File: config.mk
export PLATFORM = sky130hd
export DESIGN_NAME = cacheline_adapter
export DESIGN_NICKNAME = d
export VERILOG_FILES = /design/src/hw/fetch_pkg.sv /design/src/hw/cacheline_adapter.sv
export SDC_FILE = /design/constraint.sdc
export NUM_CORES = 1
export LEC_CHECK = 0
export ABC_AREA = 0
export BUFFER_PORTS_ARGS = -buffer_cell sky130_fd_sc_hd__buf_2
export CAP_MARGIN = 20
export CORE_AREA = 2 2 200 202
export CTS_BUF_LIST = sky130_fd_sc_hd__clkbuf_8
export CTS_CLUSTER_SIZE = 28
export DETAILED_ROUTE_END_ITERATION = 6
export DIE_AREA = 0 0 202 204
export GPL_ROUTABILITY_DRIVEN = 0
export SLEW_MARGIN = 20
export SYNTH_ARGS = -nofsm -noshare
export SYNTH_HDL_FRONTEND = slang
export SYNTH_SLANG_ARGS = --single-unit
File: constraint.sdc
create_clock -name clk -period 3.8 [get_ports clk]
set_input_delay 0.57 -clock clk [delete_from_list [all_inputs] [get_ports clk]]
set_output_delay 0.57 -clock clk [all_outputs]
set_load 0.005 [all_outputs]
File: src/hw/fetch_pkg.sv
package fetch_pkg;

    // geometry
    localparam int XLEN           = 32;
    localparam int BEAT_W         = 64;
    localparam int LINE_W         = 256;
    localparam int BEATS_PER_LINE = 4;
    localparam int BEAT_CNT_W     = 2;
    localparam int WORDS_PER_LINE = 8;
    localparam int NUM_SETS       = 16;
    localparam int TAG_W          = 23;
    localparam int IDX_W          = 4;
    localparam int WOFS_W         = 3;
    localparam int IQ_DEPTH       = 16;
    localparam int IQ_PTR_W       = 4;

    localparam logic [XLEN-1:0] RESET_PC = 32'h1eceb000;

    // tag | set | word in line | byte in word
    typedef struct packed {
        logic [TAG_W-1:0]  tag;
        logic [IDX_W-1:0]  idx;
        logic [WOFS_W-1:0] wofs;
        logic [1:0]        bofs;
    } fetch_addr_fields_t;

    typedef union packed {
        logic [XLEN-1:0]    raw;
        fetch_addr_fields_t f;
    } fetch_addr_u;

    typedef struct packed {
        logic        valid;
        fetch_addr_u addr;
    } fetch_req_t;

    typedef struct packed {
        logic            valid;
        logic [XLEN-1:0] inst;
    } fetch_resp_t;

    typedef struct packed {
        logic            read;
        logic [XLEN-1:0] addr;   // line aligned
    } bmem_req_t;

    typedef struct packed {
        logic              ready;
        logic [XLEN-1:0]   raddr;
        logic [BEAT_W-1:0] rdata;
        logic              rvalid;
    } bmem_resp_t;

    typedef struct packed {
        logic              valid;
        logic [LINE_W-1:0] data;
    } line_fill_t;

endpackage

File: src/hw/cacheline_adapter.sv
module cacheline_adapter (
    input  logic                  clk,
    input  logic                  rst,
    input  fetch_pkg::bmem_resp_t bmem_resp_i,
    output fetch_pkg::line_fill_t line_fill_o
);
    import fetch_pkg::*;

    logic [LINE_W-1:0]     asm_q;        // beats collected so far
    logic [LINE_W-1:0]     asm_next;
    logic [BEAT_CNT_W-1:0] beat_cnt_q;
    logic                  last_beat;
    logic                  fill_valid_q;
    logic [LINE_W-1:0]     fill_data_q;

    // first beat ends up in the low 64 bits after four shifts
    assign asm_next  = {bmem_resp_i.rdata, asm_q[LINE_W-1:BEAT_W]};
    assign last_beat = bmem_resp_i.rvalid
                       && (beat_cnt_q == BEAT_CNT_W'(BEATS_PER_LINE - 1));

    always_ff @(posedge clk) begin
        if (rst) begin
            beat_cnt_q   <= '0;
            fill_valid_q <= 1'b0;
        end else begin
            fill_valid_q <= last_beat;   // one cycle pulse
            if (bmem_resp_i.rvalid) begin
                beat_cnt_q <= beat_cnt_q + 1'b1;   // wraps mod 4
            end
        end
    end

    always_ff @(posedge clk) begin
        if (bmem_resp_i.rvalid) begin
            asm_q <= asm_next;
        end
        if (last_beat) begin
            fill_data_q <= asm_next;
        end
    end

    assign line_fill_o.valid = fill_valid_q;
    assign line_fill_o.data  = fill_data_q;

endmodule

# Yosys cells after proc, flatten, opt, wreduce, memory -nomap -nowiden
# Cells that the tools add are included.
# op_classes
n_addsub	1
multipliers	0
n_div	0
n_lt_le_gt_ge	0
n_eq_ne	1
n_shift	0
muxes	0
bitwise	0
n_reduce_logical	1
# ops
op	count
adder 2 x 1 -> 2 bit (second input constant)	1
== test 2 bit (second input constant)	1
logical AND 1 bit	1
# totals
ff_bits	515
latchBits	0
mem_bits_rw	0
mem_bits_ro	0
in_bits	100
output_inout_bits	257
wordCells	7
memories	0

# Depth between registers and ports, before layout
# logic_depth
ltp_word	2
mapped_depth	3

# Worst setup path after synthesis
# No wires, ideal clock.
# synth_timing
path_type	input to register
startpoint	input port bmem_resp_i[0] in the netlist's numbering
endpoint	register fill_valid_q
arrival_ns	2.756
setup_slack_ns	0.973
stages	2
path_cell_list	and2_4 > nor2b_4
# synth_between
elab_chain_cells	1
# synth_rtl
item	line	rtl
from (decl)	cacheline_adapter.sv:4	input fetch_pkg::bmem_resp_t bmem_resp_i,
logical AND 1 bit	cacheline_adapter.sv:19	&& (beat_cnt_q == BEAT_CNT_W'(BEATS_PER_LINE - 1));
to (signal assigned)	cacheline_adapter.sv:26	fill_valid_q <= last_beat;
to (decl)	cacheline_adapter.sv:13	logic fill_valid_q;
# No other way between the ends.
# A chain may end at the register's enable or synchronous reset.

# Worst setup path after layout
# layout_timing
startpoint	register beat_cnt_q[0]
endpoint	register fill_data_q[107], enable pin
# layout_between
elab_chain_cells	2
# layout_rtl
item	line	rtl
from (decl)	cacheline_adapter.sv:11	logic [BEAT_CNT_W-1:0] beat_cnt_q;
from (signal assigned)	cacheline_adapter.sv:28	beat_cnt_q <= beat_cnt_q + 1'b1;
== test 2 bit	cacheline_adapter.sv:19	
logical AND 1 bit	cacheline_adapter.sv:19	
via last_beat	cacheline_adapter.sv:12	logic last_beat;
to (signal assigned)	cacheline_adapter.sv:38	fill_data_q <= asm_next;
to (decl)	cacheline_adapter.sv:14	logic [LINE_W-1:0] fill_data_q;
# The timed path passes the listed nets, and every way through them passes these cells.

==> flow_summary.html <==
<table>
<tr><th>Metric</th><th>Value</th></tr>
<tr><th colspan="2">STA</th></tr>
<tr><td>Setup clock skew after layout</td><td>0.0181 ns</td></tr>
<tr><td>Final total negative setup slack</td><td>0 ns</td></tr>
<tr><td>Final slew viol count</td><td>0</td></tr>
<tr><td>Worst hold slack after final layout</td><td>about 0.16 ns</td></tr>
<tr><td>Fin. Hold Viols</td><td>0</td></tr>
<tr><td>Worst max-slew margin expressed relative to the limit</td><td>41.6%</td></tr>
<tr><td>Final clock period utilization by the worst path</td><td>52.4%</td></tr>
<tr><td>Slew @ Worst Pin</td><td>around 0.9 ns</td></tr>
<tr><td>Final worst-path setup slack</td><td>1.81 ns</td></tr>
<tr><td>Highest Clock Rate</td><td>a little over 500 MHz</td></tr>
<tr><td>Finish-stage setup viols</td><td>0</td></tr>
<tr><td>Final critical-path required period</td><td>1.99 ns</td></tr>
<tr><td>RSZ-0062 raised after global routing</td><td>false</td></tr>
<tr><th colspan="2">Placed design</th></tr>
<tr><td>IO Port Bufs</td><td>around 320</td></tr>
<tr><td>Post-DP HPWL</td><td>~14000 microns</td></tr>
<tr><td>Pre-CTS setup slack</td><td>between 1 and 1.5 ns</td></tr>
<tr><th colspan="2">Detailed routing</th></tr>
<tr><td>Initial drt markers</td><td>281</td></tr>
<tr><td>Number of nets still failing antenna checks after routing</td><td>0</td></tr>
<tr><td>Count of TritonRoute iterations in the first routing pass</td><td>4</td></tr>
<tr><td>Total number of vias</td><td>about 6000</td></tr>
<tr><td>Post-Route WL</td><td>23700 microns</td></tr>
<tr><td>DR vias/cell</td><td>approximately 4.1</td></tr>
<tr><td>Count of unresolved DRC violations after routing</td><td>0</td></tr>
<tr><td>Routed len/inst</td><td>around 17 microns</td></tr>
<tr><th colspan="2">Power and ir drop</th></tr>
<tr><td>PwrDens</td><td>around 560 nW/um^2</td></tr>
<tr><td>Switching part of the total</td><td>slightly below 20%</td></tr>
<tr><td>Combinational Power Share</td><td>1.6%</td></tr>
<tr><td>Relative contribution of sequential cells to total power</td><td>59.4%</td></tr>
<tr><td>Switch Pwr</td><td>1.93 mW</td></tr>
<tr><td>P_int</td><td>a little under 8 mW</td></tr>
<tr><td>Largest vdd supply drop</td><td>310 uV</td></tr>
<tr><td>Static Leakage</td><td>about 6.3 nW</td></tr>
<tr><td>Clock network fraction of design power</td><td>just under 40%</td></tr>
<tr><td>Total power of the final layout</td><td>around 9.7 mW</td></tr>
<tr><th colspan="2">Global route</th></tr>
<tr><td>Largest net degree at the start of global routing</td><td>around 100</td></tr>
<tr><td>Initial antenna violation count</td><td>2</td></tr>
<tr><td>Combined global-route utilization of all metal layers</td><td>between 10% and 20%</td></tr>
<tr><td>Leftover overflow at the end of global routing</td><td>0</td></tr>
<tr><td>Wire length of the first global-routing pass</td><td>~35000 microns</td></tr>
<tr><td>Via count of the first global-routing pass</td><td>between 6000 and 7000</td></tr>
<tr><th colspan="2">Critical path</th></tr>
<tr><td>Critical Path Source Type</td><td>flip-flop</td></tr>
<tr><td>Setup CP Type</td><td>reg2reg</td></tr>
<tr><td>Required arrival time at the worst endpoint</td><td>4.06 ns</td></tr>
<tr><td>Max Fanout on Critical Path</td><td>53</td></tr>
<tr><td>Type of destination of the critical path</td><td>flip-flop</td></tr>
<tr><td>Endpoint arrival time on the critical path</td><td>approximately 2.3 ns</td></tr>
<tr><th colspan="2">Logic synthesis</th></tr>
<tr><td>Mapped Nets</td><td>between 500 and 600</td></tr>
<tr><td>Count of flip-flops with a built-in enable after synthesis</td><td>between 400 and 500</td></tr>
<tr><td>Largest family of logic cells by synthesized area</td><td>simple AND/OR/NAND/NOR gates</td></tr>
<tr><td>Synthesized-area fraction occupied by and/or/nand/nor cells</td><td>0.221%</td></tr>
<tr><td>Predominant post-synthesis flop cell</td><td>edfxtp_1</td></tr>
<tr><td>Synth top area share</td><td>99.1%</td></tr>
<tr><td>Synthesized area</td><td>around 14000 sq um</td></tr>
<tr><td>Average cell area after synthesis</td><td>roughly 30 sq um</td></tr>
<tr><td>Count of synthesis-stage warnings from yosys</td><td>0</td></tr>
<tr><td>Register bit count reported by yosys</td><td>about 450</td></tr>
<tr><td>Post-synthesis adder-cell area fraction</td><td>less than 1%</td></tr>
<tr><td>Distinct cell type count after synthesis</td><td>9</td></tr>
<tr><td>Mux cell area share after synthesis</td><td>less than 1%</td></tr>
<tr><td>Xor/xnor share of the synthesized area</td><td>0.0645%</td></tr>
<tr><td>Mapped Cells</td><td>~460</td></tr>
<tr><td>Most frequently used cell type in the post-synthesis netlist</td><td>edfxtp_1</td></tr>
<tr><td>Portion of the post-synthesis area used by sequential elements</td><td>roughly 99%</td></tr>
<tr><td>Asr flop ratio synth</td><td>0%</td></tr>
<tr><td>Cell taking the most area after synthesis</td><td>edfxtp_1</td></tr>
<tr><td>Leading cell types by count after synthesis</td><td>448 x edfxtp_1, 3 x dfxtp_1, 2 x nor2_1</td></tr>
<tr><td>Fraction of the mapped netlist area in compound gates</td><td>0%</td></tr>
<tr><td>Synth area leaders</td><td>edfxtp_1 99%, dfxtp_1 0.44%, nor2b_4 0.10%, ha_1 0.092%, mux2i_1 0.074%</td></tr>
<tr><th colspan="2">Clocking</th></tr>
<tr><td>Worst skew pair latency</td><td>about 0.59 ns</td></tr>
<tr><td>CTS Root Cell</td><td>clkbuf_8</td></tr>
<tr><td>Cts bufs inserted</td><td>between 70 and 80</td></tr>
<tr><td>Clock-pin transition on the worst setup and hold timing paths</td><td>around 0.060 ns</td></tr>
<tr><td>TritonCTS clock tree</td><td>yes</td></tr>
<tr><td>Hold-fix buffer count after cts</td><td>0</td></tr>
<tr><td>Maximum number of buffers from clock root to sink</td><td>3</td></tr>
<tr><td>Setup fix buffers added after clock tree synthesis</td><td>0</td></tr>
<tr><td>Number of sinks handled by clock tree synthesis</td><td>451</td></tr>
<tr><td>Maximum level of the CTS H-tree</td><td>3</td></tr>
<tr><td>Resized cells post-CTS</td><td>0</td></tr>
<tr><th colspan="2">Worst hold path</th></tr>
<tr><td>Worst Hold Class</td><td>in2reg</td></tr>
<tr><th colspan="2">Floorplanning</th></tr>
<tr><td>I/O pin cnt</td><td>between 300 and 400</td></tr>
<tr><td>Die ar.</td><td>41200 sq um</td></tr>
<tr><td>Core region area</td><td>a little under 40000 sq um</td></tr>
<tr><td>Die Y-Extent</td><td>about 200 microns</td></tr>
<tr><td>Effective utilization at floorplan</td><td>between 30% and 40%</td></tr>
<tr><td>Number of cell rows</td><td>73</td></tr>
<tr><td>Die span in x</td><td>roughly 200 microns</td></tr>
<tr><th colspan="2">Cells and area</th></tr>
<tr><td>Final Net Count</td><td>966</td></tr>
<tr><td>Layout area overhead</td><td>27.5%</td></tr>
<tr><td>Proportion of layout cells with a drive suffix above 1</td><td>about 46%</td></tr>
<tr><td>Antenna diode instance count</td><td>0</td></tr>
<tr><th colspan="2">Job</th></tr>
<tr><td>Max-cap violations</td><td>0</td></tr>
<tr><th colspan="2">Outcome</th></tr>
<tr><td>Run status</td><td>finished clean</td></tr>
</table>
[per-layer routing]
| layer | up-vias | routed length [microns] | share of wire (%) | global-route usage, % |
|---|---|---|---|---|
| met5 | - | 27 | 0.11 | 0 |
| met4 | 4 | 754 | 3.2 | 5.99 |
| met3 | 60 | 2560 | 11 | 5.88 |
| met2 | 266 | 10700 | 45 | 16.5 |
| met1 | 2894 | 9660 | 41 | 13.4 |
| li1 | 2695 | - | - | - |
[final timing paths]
check / from / end / slack [ns] / cells after the start
max: beat_cnt_q[0] / fill_data_q[107] / 1.81 / 3
min: bmem_resp_i[28] / fill_data_q[219] / 0.16 / 1
max reg2reg: beat_cnt_q[0] / fill_data_q[107] / 1.81 / 3
min reg2reg: asm_q[118] / fill_data_q[54] / 0.41 / 0
[power groups by stage]
stage	Sequential [mW]	Clock [mW]	Combinational [mW]
5_1_grt	5.78	4.16	0.170
3_5_place_dp	5.87	0	0.158
6_report	5.76	3.79	0.153
3_3_place_gp	5.85	0	0.156
4_1_cts	5.76	3.97	0.159
2_1_floorplan	5.85	0	0.0171
[state kept, by name (all words and copies together) (netlist names)]
name          flops
asm_q           192
beat_cnt_q        2
fill_valid_q      1
fill_data_q     256
[metrics by stage]
step                      area [sq um]  instances  util (%)
after floorplan                  13600        459         -
after global placement           16000       1315      40.8
after detailed placement         16000       1315      40.8
after CTS                        17300       1437      44.2
after global routing             17300       1437      44.2
final                            17300       1437      44.2
[cells in the final DEF, fill, tap and decap left out]
cell and count:
and2_4 1, buf_12 6, buf_2 322, buf_4 3
bufinv_16 2, clkbuf_8 80, clkinv_1 19, clkinv_2 5
clkinvlp_4 1, dfxtp_1 3, edfxtp_1 448, ha_1 1
inv_1 16, mux2i_1 1, nor2_1 2, nor2b_4 1
xnor2_1 1
[critical path, cell delays in order, from the launching register on]
cell     delay (ns)
dfxtp_1        0.35
ha_1           0.15
and2_4         0.72
buf_4          0.41
[cell type report]
class                           instances  area, sq um
Tap cell                              525          657
Clock inverter                         43          224
Timing Repair Buffer                  332         1770
Multi-Input combinational cell          7         61.3
Sequential cell                       451        13500
Fill cell                            3387        21900
Clock buffer                           79         1090
[cell families after synthesis]
group / Yosys count
XOR/XNOR: 1
flip-flops: 451
AND/OR/NAND/NOR: 4
multiplexers: 1
buffers and inverters: 1
adder cells (fa/ha/maj): 1
No activity file was read; power rests on OpenSTA's default activity.
