`config.mk`:
```
export PLATFORM = sky130hd
export DESIGN_NAME = inst_queue
export DESIGN_NICKNAME = d
export VERILOG_FILES = /design/src/hw/fetch_pkg.sv /design/src/hw/inst_queue.sv
export SDC_FILE = /design/constraint.sdc
export NUM_CORES = 1
export LEC_CHECK = 0
export BUFFER_PORTS_ARGS = -buffer_cell sky130_fd_sc_hd__buf_2
export CAP_MARGIN = 20
export CORE_MARGIN = 2
export CORE_UTILIZATION = 39
export CTS_CLUSTER_SIZE = 28
export DETAILED_ROUTE_END_ITERATION = 10
export PLACE_DENSITY_LB_ADDON = 0.3
export SYNTH_ARGS = -nofsm -noshare
export SYNTH_HDL_FRONTEND = slang
export SYNTH_SLANG_ARGS = --single-unit
```
`constraint.sdc`:
```
create_clock -name clk -period 5.9 [get_ports clk]
set_input_delay 0.885 -clock clk [delete_from_list [all_inputs] [get_ports clk]]
set_output_delay 0.885 -clock clk [all_outputs]
set_load 0.02 [all_outputs]
```
`src/hw/fetch_pkg.sv`:
```
package fetch_pkg;

    // geometry
    localparam int XLEN           = 32;
    localparam int BEAT_W         = 64;
    localparam int LINE_W         = 256;
    localparam int BEATS_PER_LINE = 4;
    localparam int BEAT_CNT_W     = 2;
    localparam int WORDS_PER_LINE = 8;
    localparam int NUM_SETS       = 16;
    localparam int TAG_W          = 23;
    localparam int IDX_W          = 4;
    localparam int WOFS_W         = 3;
    localparam int IQ_DEPTH       = 16;
    localparam int IQ_PTR_W       = 4;

    localparam logic [XLEN-1:0] RESET_PC = 32'h1eceb000;

    // tag | set | word in line | byte in word
    typedef struct packed {
        logic [TAG_W-1:0]  tag;
        logic [IDX_W-1:0]  idx;
        logic [WOFS_W-1:0] wofs;
        logic [1:0]        bofs;
    } fetch_addr_fields_t;

    typedef union packed {
        logic [XLEN-1:0]    raw;
        fetch_addr_fields_t f;
    } fetch_addr_u;

    typedef struct packed {
        logic        valid;
        fetch_addr_u addr;
    } fetch_req_t;

    typedef struct packed {
        logic            valid;
        logic [XLEN-1:0] inst;
    } fetch_resp_t;

    typedef struct packed {
        logic            read;
        logic [XLEN-1:0] addr;   // line aligned
    } bmem_req_t;

    typedef struct packed {
        logic              ready;
        logic [XLEN-1:0]   raddr;
        logic [BEAT_W-1:0] rdata;
        logic              rvalid;
    } bmem_resp_t;

    typedef struct packed {
        logic              valid;
        logic [LINE_W-1:0] data;
    } line_fill_t;

endpackage

```
`src/hw/inst_queue.sv`:
```
module inst_queue (
    input  logic                         clk,
    input  logic                         rst,
    input  fetch_pkg::fetch_resp_t       wr_i,
    input  logic [fetch_pkg::XLEN-1:0]   pc_i,
    output logic [fetch_pkg::XLEN-1:0]   data_o,
    output logic [fetch_pkg::XLEN-1:0]   pc_o,
    output logic                         valid_o,
    input  logic                         ready_i,
    output logic                         room_o
);
    import fetch_pkg::*;

    typedef struct packed {
        logic [XLEN-1:0] inst;
        logic [XLEN-1:0] pc;
    } iq_entry_t;

    iq_entry_t           mem_q [IQ_DEPTH];
    logic [IQ_PTR_W-1:0] wr_ptr_q;
    logic [IQ_PTR_W-1:0] rd_ptr_q;
    logic [IQ_PTR_W:0]   count_q;
    logic                push;
    logic                pop;

    assign valid_o = (count_q != '0);
    assign pop     = valid_o && ready_i;
    assign push    = wr_i.valid && (count_q != (IQ_PTR_W + 1)'(IQ_DEPTH));

    // keep two slots free for a fetch still in flight
    assign room_o = (count_q <= (IQ_PTR_W + 1)'(IQ_DEPTH - 2));

    assign data_o = mem_q[rd_ptr_q].inst;
    assign pc_o   = mem_q[rd_ptr_q].pc;

    always_ff @(posedge clk) begin
        if (rst) begin
            wr_ptr_q <= '0;
            rd_ptr_q <= '0;
            count_q  <= '0;
        end else begin
            if (push) begin
                wr_ptr_q <= wr_ptr_q + 1'b1;   // pointers wrap at depth
            end
            if (pop) begin
                rd_ptr_q <= rd_ptr_q + 1'b1;
            end
            if (push && !pop) begin
                count_q <= count_q + 1'b1;
            end else if (pop && !push) begin
                count_q <= count_q - 1'b1;
            end
        end
    end

    always_ff @(posedge clk) begin
        if (push) begin
            mem_q[wr_ptr_q] <= '{inst: wr_i.inst, pc: pc_i};
        end
    end

endmodule

```
Word level (Yosys, flattened, before mapping)
Memories as Yosys holds them, arrays and structs flattened. A register that Yosys moved wholly into a read port is not among the register bits.
Cells that the tools add are included.
Word-level totals
  RAM bits: 1024
  bits in registers: 13
  logic and storage cells: 24
  output and inout bits: 66
  input port bits: 68
  memories: 1
Memories
  mem_q: words 16, bits a word 64, rd ports 1, clocked after Yosys merged registers in 1, write ports 1, line inst_queue.sv:19  | iq_entry_t mem_q [IQ_DEPTH];
Cells by class
  equal/unequal tests: 1
  add/sub/neg operators: 4
  reductions and logical operators: 8
  order comparisons: 1
  muxes and demuxes: 6
Operators by type and width (count)
  5-bit 2-to-1 mux: 2
  4-bit by 1-bit adder with 4-bit output, second input constant: 2
  4-bit 2-to-1 mux: 2
  5-bit by 1-bit adder with 5-bit output, second input constant: 1
  5-bit by 4-bit <= comparator with 1-bit output, second input constant: 1
  5-bit != test, second input constant: 1
  5-bit nonzero test: 1
  5-bit by 1-bit subtractor with 5-bit output, second input constant: 1
  1-bit logical AND: 4
  1-bit zero test: 2
  1-bit 2-to-1 mux: 2
  2-bit nonzero test: 1

Logic depth before layout (Yosys ltp)
Gate-level depths: netlist (run 1).
  depth in word-level cells: 6
  depth in mapped cells: 9
  mapped depth without buffers: 9

Least setup slack after synthesis (run 1)
No wires, ideal clock.
  kind: input-to-reg
  from: in wr_i[32] (netlist bit)
  to: mem mem_q[0][0] (netlist bit), enable pin
  arrival time: 5.801 ns
  setup slack: -0.466 ns
  library setup time: 0.565 ns
  data required time: 5.335 ns
  stages on the path: 3
  buffers on the path: 0
  cell sequence: a21boi_1 > nand2_1 > nor3_1
On the way
  word-level cells in the longest chain between the ends: 3
RTL lines
  start, declared: line inst_queue.sv:4  | input fetch_pkg::fetch_resp_t wr_i,
  1-bit logical AND: line inst_queue.sv:28  | assign push = wr_i.valid && (count_q != (IQ_PTR_W + 1)'(IQ_DEPTH));
  1-bit 2-to-1 mux: line inst_queue.sv:57  | if (push) begin
  1-bit 2-to-1 mux (implied by the code): line inst_queue.sv:58  | mem_q[wr_ptr_q] <= '{inst: wr_i.inst, pc: pc_i};
  end, declared: line inst_queue.sv:19
No other way between the ends.

==> summary.md, run 1 <==
| Metric | Value |
|---|---|
| Status | `complete, no violations` |
| Total die area | `0.1029 sq mm` |
| Most common cell in the netlist | `edfxtp_1` |
| Drt first pass iters | `5` |
| Post_cts resized | `0` |
| Total chip power | `18.34 mW` |
| WS Path Type | `reg2out` |
| Final Wtd Congestion | `0.7116` |
| Crit path max fanout | `49` |
| Initial Utilization | `39.24%` |
| I/O Buffers | `133` |
| FF-to-FF path depth | `5` |
| Final HPWL from detailed placement | `45660 microns` |
| Reg2reg setup slack | `2860 ps` |
| Worst reg2reg path endpoint | `mem_q[8][44]` |
| Top cell type's share of synthesized area | `78.60%` |
| Final number of setup-violating endpoints | `0` |
| Net count after synthesis | `1752` |
| CP endpoint kind | `output pin` |
| DR WL/cell | `27.06 microns` |
| Area leader, netlist | `edfxtp_1` |
| Ys flop type | `edfxtp_1` |
| Die H | `320.7 microns` |
| Antenna-violating nets left | `0` |
| Ys async rst share | `0%` |
| Ys Warns | `0` |
| Io pins | `134` |
| Critical Path End | `data_o[31]` |
| Clk sinks | `1041` |
| Iteration-0 DRC count of the detailed router | `1662` |
| Tcrit/Tclk final | `70.57%` |
| First-pass GRT wire length | `129700 microns` |
| Max frequency | `240.2 MHz` |
| Hold Crit Class | `reg2reg` |
| Initial antenna violation count | `16` |
| Minimum clock period | `4164 ps` |
| Power Density | `409.7 mW/mm^2` |
| Pleak | `13.91 nW` |
| Clock Tree Buf Depth | `3` |
| Vias per inst | `5.506` |
| GRT Resource Usage Total | `17.32%` |
| Layout Nets | `1943` |
| Tightest Pin Transition | `1022 ps` |
| TritonCTS clock tree | `built` |
| Post-CTS Hold Fix Bufs | `0` |
| Final hold vios | `0` |
| Mean post-synth cell area | `23.39 sq um` |
| Synth area leaders | `edfxtp_1 79%, mux4_2 15%, a22oi_1 2.5%, dfxtp_1 0.87%, nand2_1 0.67%` |
| Cells after Synth | `1673` |
| Max Slew Vio Count | `0` |
| Post-synthesis sequential area ratio | `79.47%` |
| Number of remaining DRC errors | `0` |
| FF-to-FF Start | `count_q[0]` |
| Yosys cell types | `36` |
| Vias in the first global route | `18920` |
| Die Width | `320.7 microns` |
| Commonest cells in the netlist | `1024 x edfxtp_1, 256 x mux4_2, 128 x a22oi_1` |
| Clock Pin Slew Worst Setup and Hold Paths | `60 ps` |
| Worst-skew pair later-pin latency | `690 ps` |
| RSZ-0062 raised after global routing | `false` |
| Post-CTS setup buffer count | `0` |
| CTS root buffer | `clkbuf_16` |
| Max_slew headroom | `31.86%` |
| Startpoint Class | `flip-flop` |
| Post-Syn Area | `0.03912 sq mm` |
| Final non-filler cell total | `3249` |
| Placed insts | `3057` |
| Overflow after GRT | `0` |
| Core area | `0.09971 sq mm` |
| Seq cells post-synth | `1041` |
| Layout cells sized above 1 | `30.25%` |
| Crit path DAT | `3280 ps` |
| Vias post-DR | `17890` |
| FP Rows | `116` |
| CP Data Required Time | `5020 ps` |
| Skew final | `19.23 ps` |
| Number of CTS-inserted buffers | `103` |
| VDD IR-drop max | `0.2796 mV` |
| Max cap viols | `0` |
| Maximum number of pins on one net before global-route repair | `87` |
| Post-synth EDFFs | `1024` |
| Area grow syn2layout | `14.39%` |
| Routed wire length | `87920 microns` |
| H-tree depth | `3` |
## metrics by stage
step	instance area (sq um)	hold slack, ps	worst slack, ps	setup TNS, ps	utilization (%)
2_1_floorplan	39130	484.7	-463.7	-61320	-
3_3_place_gp	41600	521.8	2354	0	41.72
3_5_place_dp	41600	539.1	2355	0	41.72
4_1_cts	44740	521.4	1620	0	44.87
5_1_grt	44750	537.4	1460	0	44.88
6_report	44750	556.6	1736	0	44.88
## cells by family (layout without fill, tap and decap cells)
logic type,Yosys count,count (layout),synth area share (%)
buffers and inverters,95,369,1.212
AO/OA/AOI/OAI,142,142,2.715
multiplexers,259,259,14.82
adder cells (fa/ha/maj),11,11,0.3710
flip-flops,1041,1041,79.47
other,0,4,0
AND/OR/NAND/NOR,116,116,1.218
XOR/XNOR,9,9,0.2015
## worst min-delay path by stage
stage                     to  slack, ps  cells after the start         from
2_1_floorplan      flip-flop        480                      2  rd_ptr_q[3]
3_3_place_gp      count_q[3]        520                      2   count_q[3]
3_5_place_dp     rd_ptr_q[3]        540                      2  rd_ptr_q[3]
4_1_cts        mem_q[14][63]        520                      1     wr_i[31]
5_1_grt         mem_q[9][26]        540                      1     pc_i[26]
6_report          count_q[3]        560                      2   count_q[3]
## registers in the layout (all words and copies together), names as in the netlist, named ones only
| register | count |
|---|---|
| rd_ptr_q | 4 |
| mem_q | 1024 |
| wr_ptr_q | 4 |
| count_q | 5 |
## critical path, cell delays in order, from the launching register on
cell and delay [ps]:
dfxtp_4 920, buf_12 440, mux4_2 560, a22oi_1 210
nand2_1 180, buf_2 210
## report_power, final
group          switching [mW]  internal (mW)
Combinational            1.94           1.71
Clock                    2.73           3.38
Sequential              0.194           8.38
Total                    4.87           13.5
## cells in the final DEF, fill, tap and decap left out, types with 2 or more instances in the layout
| cell type | n |
|---|---|
| nand2_1 | 70 |
| diode_2 | 4 |
| buf_12 | 14 |
| buf_2 | 133 |
| dfxtp_4 | 2 |
| xor2_1 | 7 |
| nor2b_4 | 2 |
| edfxtp_1 | 1024 |
| nor2_4 | 13 |
| inv_1 | 6 |
| clkinv_16 | 3 |
| a22oi_1 | 128 |
| clkinv_2 | 17 |
| clkinv_1 | 32 |
| mux2i_1 | 2 |
| ha_1 | 10 |
| o211ai_1 | 3 |
| dfxtp_1 | 15 |
| clkbuf_16 | 104 |
| bufinv_16 | 3 |
| nand3b_1 | 2 |
| and3_1 | 2 |
| clkbuf_1 | 24 |
| a21oi_1 | 4 |
| xnor2_1 | 2 |
| inv_16 | 2 |
| nor3_2 | 3 |
| nand2b_1 | 2 |
| nor2_1 | 17 |
| mux4_2 | 256 |
| buf_4 | 28 |
## metal layers
layer  routed length (microns)  global-route usage, %
met1                     36430                  23.06
met2                     44870                  29.39
met3                      4757                  3.454
met4                      1743                  4.142
met5                       125                      0
## final cells by class
class	count	area, sq um
tap	1298	1624
clock inverter	60	450.4
multi-input combinational	537	7701
clock buffer	128	2693
timing repair buffer	175	1156
antenna	4	10.01
inverter	6	22.52
sequential	1041	31100
fill	8293	54960
Power figures use the tool's default switching activity.
==> run 2, diff against run 1 <==
==> constraint.sdc (replaced) <==
create_clock -name clk -period 3.6 [get_ports clk]
set_input_delay 0.54 -clock clk [delete_from_list [all_inputs] [get_ports clk]]
set_output_delay 0.54 -clock clk [all_outputs]
set_load 0.02 [all_outputs]
==> summary.md, run 2 (same netlist as run 1, synthesis figures left out) <==
| Metric | Value |
|---|---|
| Status | `complete, no violations` |
| Crit path max fanout | `19` |
| Startpoint Class | `flip-flop` |
| Number of CTS-inserted buffers | `104` |
| I/O Buffers | `133` |
| Final number of setup-violating endpoints | `0` |
| Minimum clock period | `3385 ps` |
| Antenna-violating nets left | `0` |
| Max cap viols | `0` |
| Most frequent cells in the layout | `1024 x edfxtp_1, 256 x mux4_2, 133 x buf_2, 128 x a22oi_1, 110 x clkbuf_16` |
| Maximum number of pins on one net before global-route repair | `74` |
| Fill cell count | `8211` |
| Crit path DAT | `2840 ps` |
| Drt first pass iters | `5` |
| DR WL/cell | `25.94 microns` |
| Leading cell type in the layout, fill and taps excluded | `edfxtp_1` |
| Final Wtd Congestion | `0.7254` |
| Post-CTS Hold Fix Bufs | `0` |
| WS Path Type | `reg2out` |
| CP Data Required Time | `3060 ps` |
| Vias per inst | `5.424` |
| Total die area | `0.1029 sq mm` |
| Reg with most FFs | `mem_q` |
| Final HPWL from detailed placement | `46110 microns` |
| Pleak | `14.12 nW` |
| Max Slew Vio Count | `0` |
| CP endpoint kind | `output pin` |
| VDD IR-drop max | `0.4964 mV` |
| Vias in the first global route | `19000` |
| Power Density | `677.8 mW/mm^2` |
| Clock Tree Buf Depth | `3` |
| Tcrit/Tclk final | `94.02%` |
| Iteration-0 DRC count of the detailed router | `1444` |
| Tightest Pin Transition | `1086 ps` |
| Number of remaining DRC errors | `0` |
| TritonCTS clock tree | `built` |
| Max reg flops | `1024` |
| Placed insts | `3077` |
| Max frequency | `295.4 MHz` |
| Die Width | `320.7 microns` |
| Final setup TNS | `0 ps` |
| First-pass GRT wire length | `126700 microns` |
| Skew final | `15.26 ps` |
| Area grow syn2layout | `15.77%` |
| Layout Nets | `1964` |
| Io pins | `134` |
| GRT Resource Usage Total | `16.73%` |
| Biggest regs | `mem_q: 1024 flops, count_q: 5 flops` |
| Final non-filler cell total | `3270` |
| Vias post-DR | `17740` |
| Routed wire length | `84810 microns` |
| Initial antenna violation count | `9` |
| Clk sinks | `1041` |
| Layout cells sized above 1 | `31.47%` |
| Core area | `0.09971 sq mm` |
| Die H | `320.7 microns` |
| Overflow after GRT | `0` |
| RSZ-0062 raised after global routing | `false` |
| FP Rows | `116` |
| Hold slack | `236.7 ps` |
| Clock Pin Slew Worst Setup and Hold Paths | `60 ps` |
| Worst-skew pair later-pin latency | `670 ps` |
| Hold Crit Class | `in2reg` |
| Max_slew headroom | `27.33%` |
| H-tree depth | `3` |
| Initial Utilization | `39.24%` |
| Final hold vios | `0` |
| CTS root buffer | `clkbuf_16` |
## run 2: area by class of cell
| class | count | area, sq um | share of cell area [%] |
|---|---|---|---|
| multi-input cells | 537 | 7720 | 17.04 |
| flip-flops and latches | 1041 | 31100 | 68.66 |
| clock buffers | 129 | 2844 | 6.279 |
| repair buffers | 195 | 1485 | 3.279 |
| clock inverters | 62 | 495.5 | 1.094 |
| well taps | 1298 | 1624 | 3.586 |
| inverters | 6 | 22.52 | 0.04972 |
| diodes | 2 | 5.005 | 0.01105 |
## run 2: repair_timing
action,in CTS,in global routing
endpoints found under the setup margin,0,2
buffers inserted,0,0
resized for setup,0,1
## run 2: layer usage
layer	global-route usage (%)	vias to the layer above	wire, microns
met5	0	-	19
met4	4.371	4	1817
met3	2.848	120	3868
met2	28.30	403	42900
met1	22.52	9600	36200
li1	-	7610	-
## run 2: power breakdown
| group | total (mW) | switching, mW | leakage [nW] | internal [mW] |
|---|---|---|---|---|
| registers | 13.9 | 0.191 | 9.39 | 13.7 |
| logic | 6.27 | 3.34 | 3.12 | 2.93 |
| clock network | 10.5 | 4.42 | 1.61 | 6.09 |
| total | 30.7 | 7.95 | 14.1 | 22.8 |
## run 2: through the flow
step	setup WS, ps	cell area (sq um)	util (%)	total power [mW]
floorplan	-707.5	39140	-	18.73
global placement	767.4	41950	42.07	20.54
detailed placement	660.3	41950	42.07	20.64
CTS	32.53	45280	45.42	31.16
global route	1.635	45290	45.42	31.98
finish	215.3	45290	45.42	30.70
## run 2: critical path, cell delays in order, from the launching register on
cell     delay, ps
dfxtp_4        550
buf_12         260
buf_12         220
mux4_2         530
a22oi_1        290
nand2_1        130
buf_2          180
## run 2: worst paths after layout
check,startpoint,endpoint,depth (start not counted),slack (ps)
worst max-delay path,flip-flop,pc_o[18],6,220
worst min-delay path,rst,wr_ptr_q[3],2,240
worst max register to register,count_q[0],count_q[4],9,620
worst min register to register,rd_ptr_q[3],rd_ptr_q[3],2,540
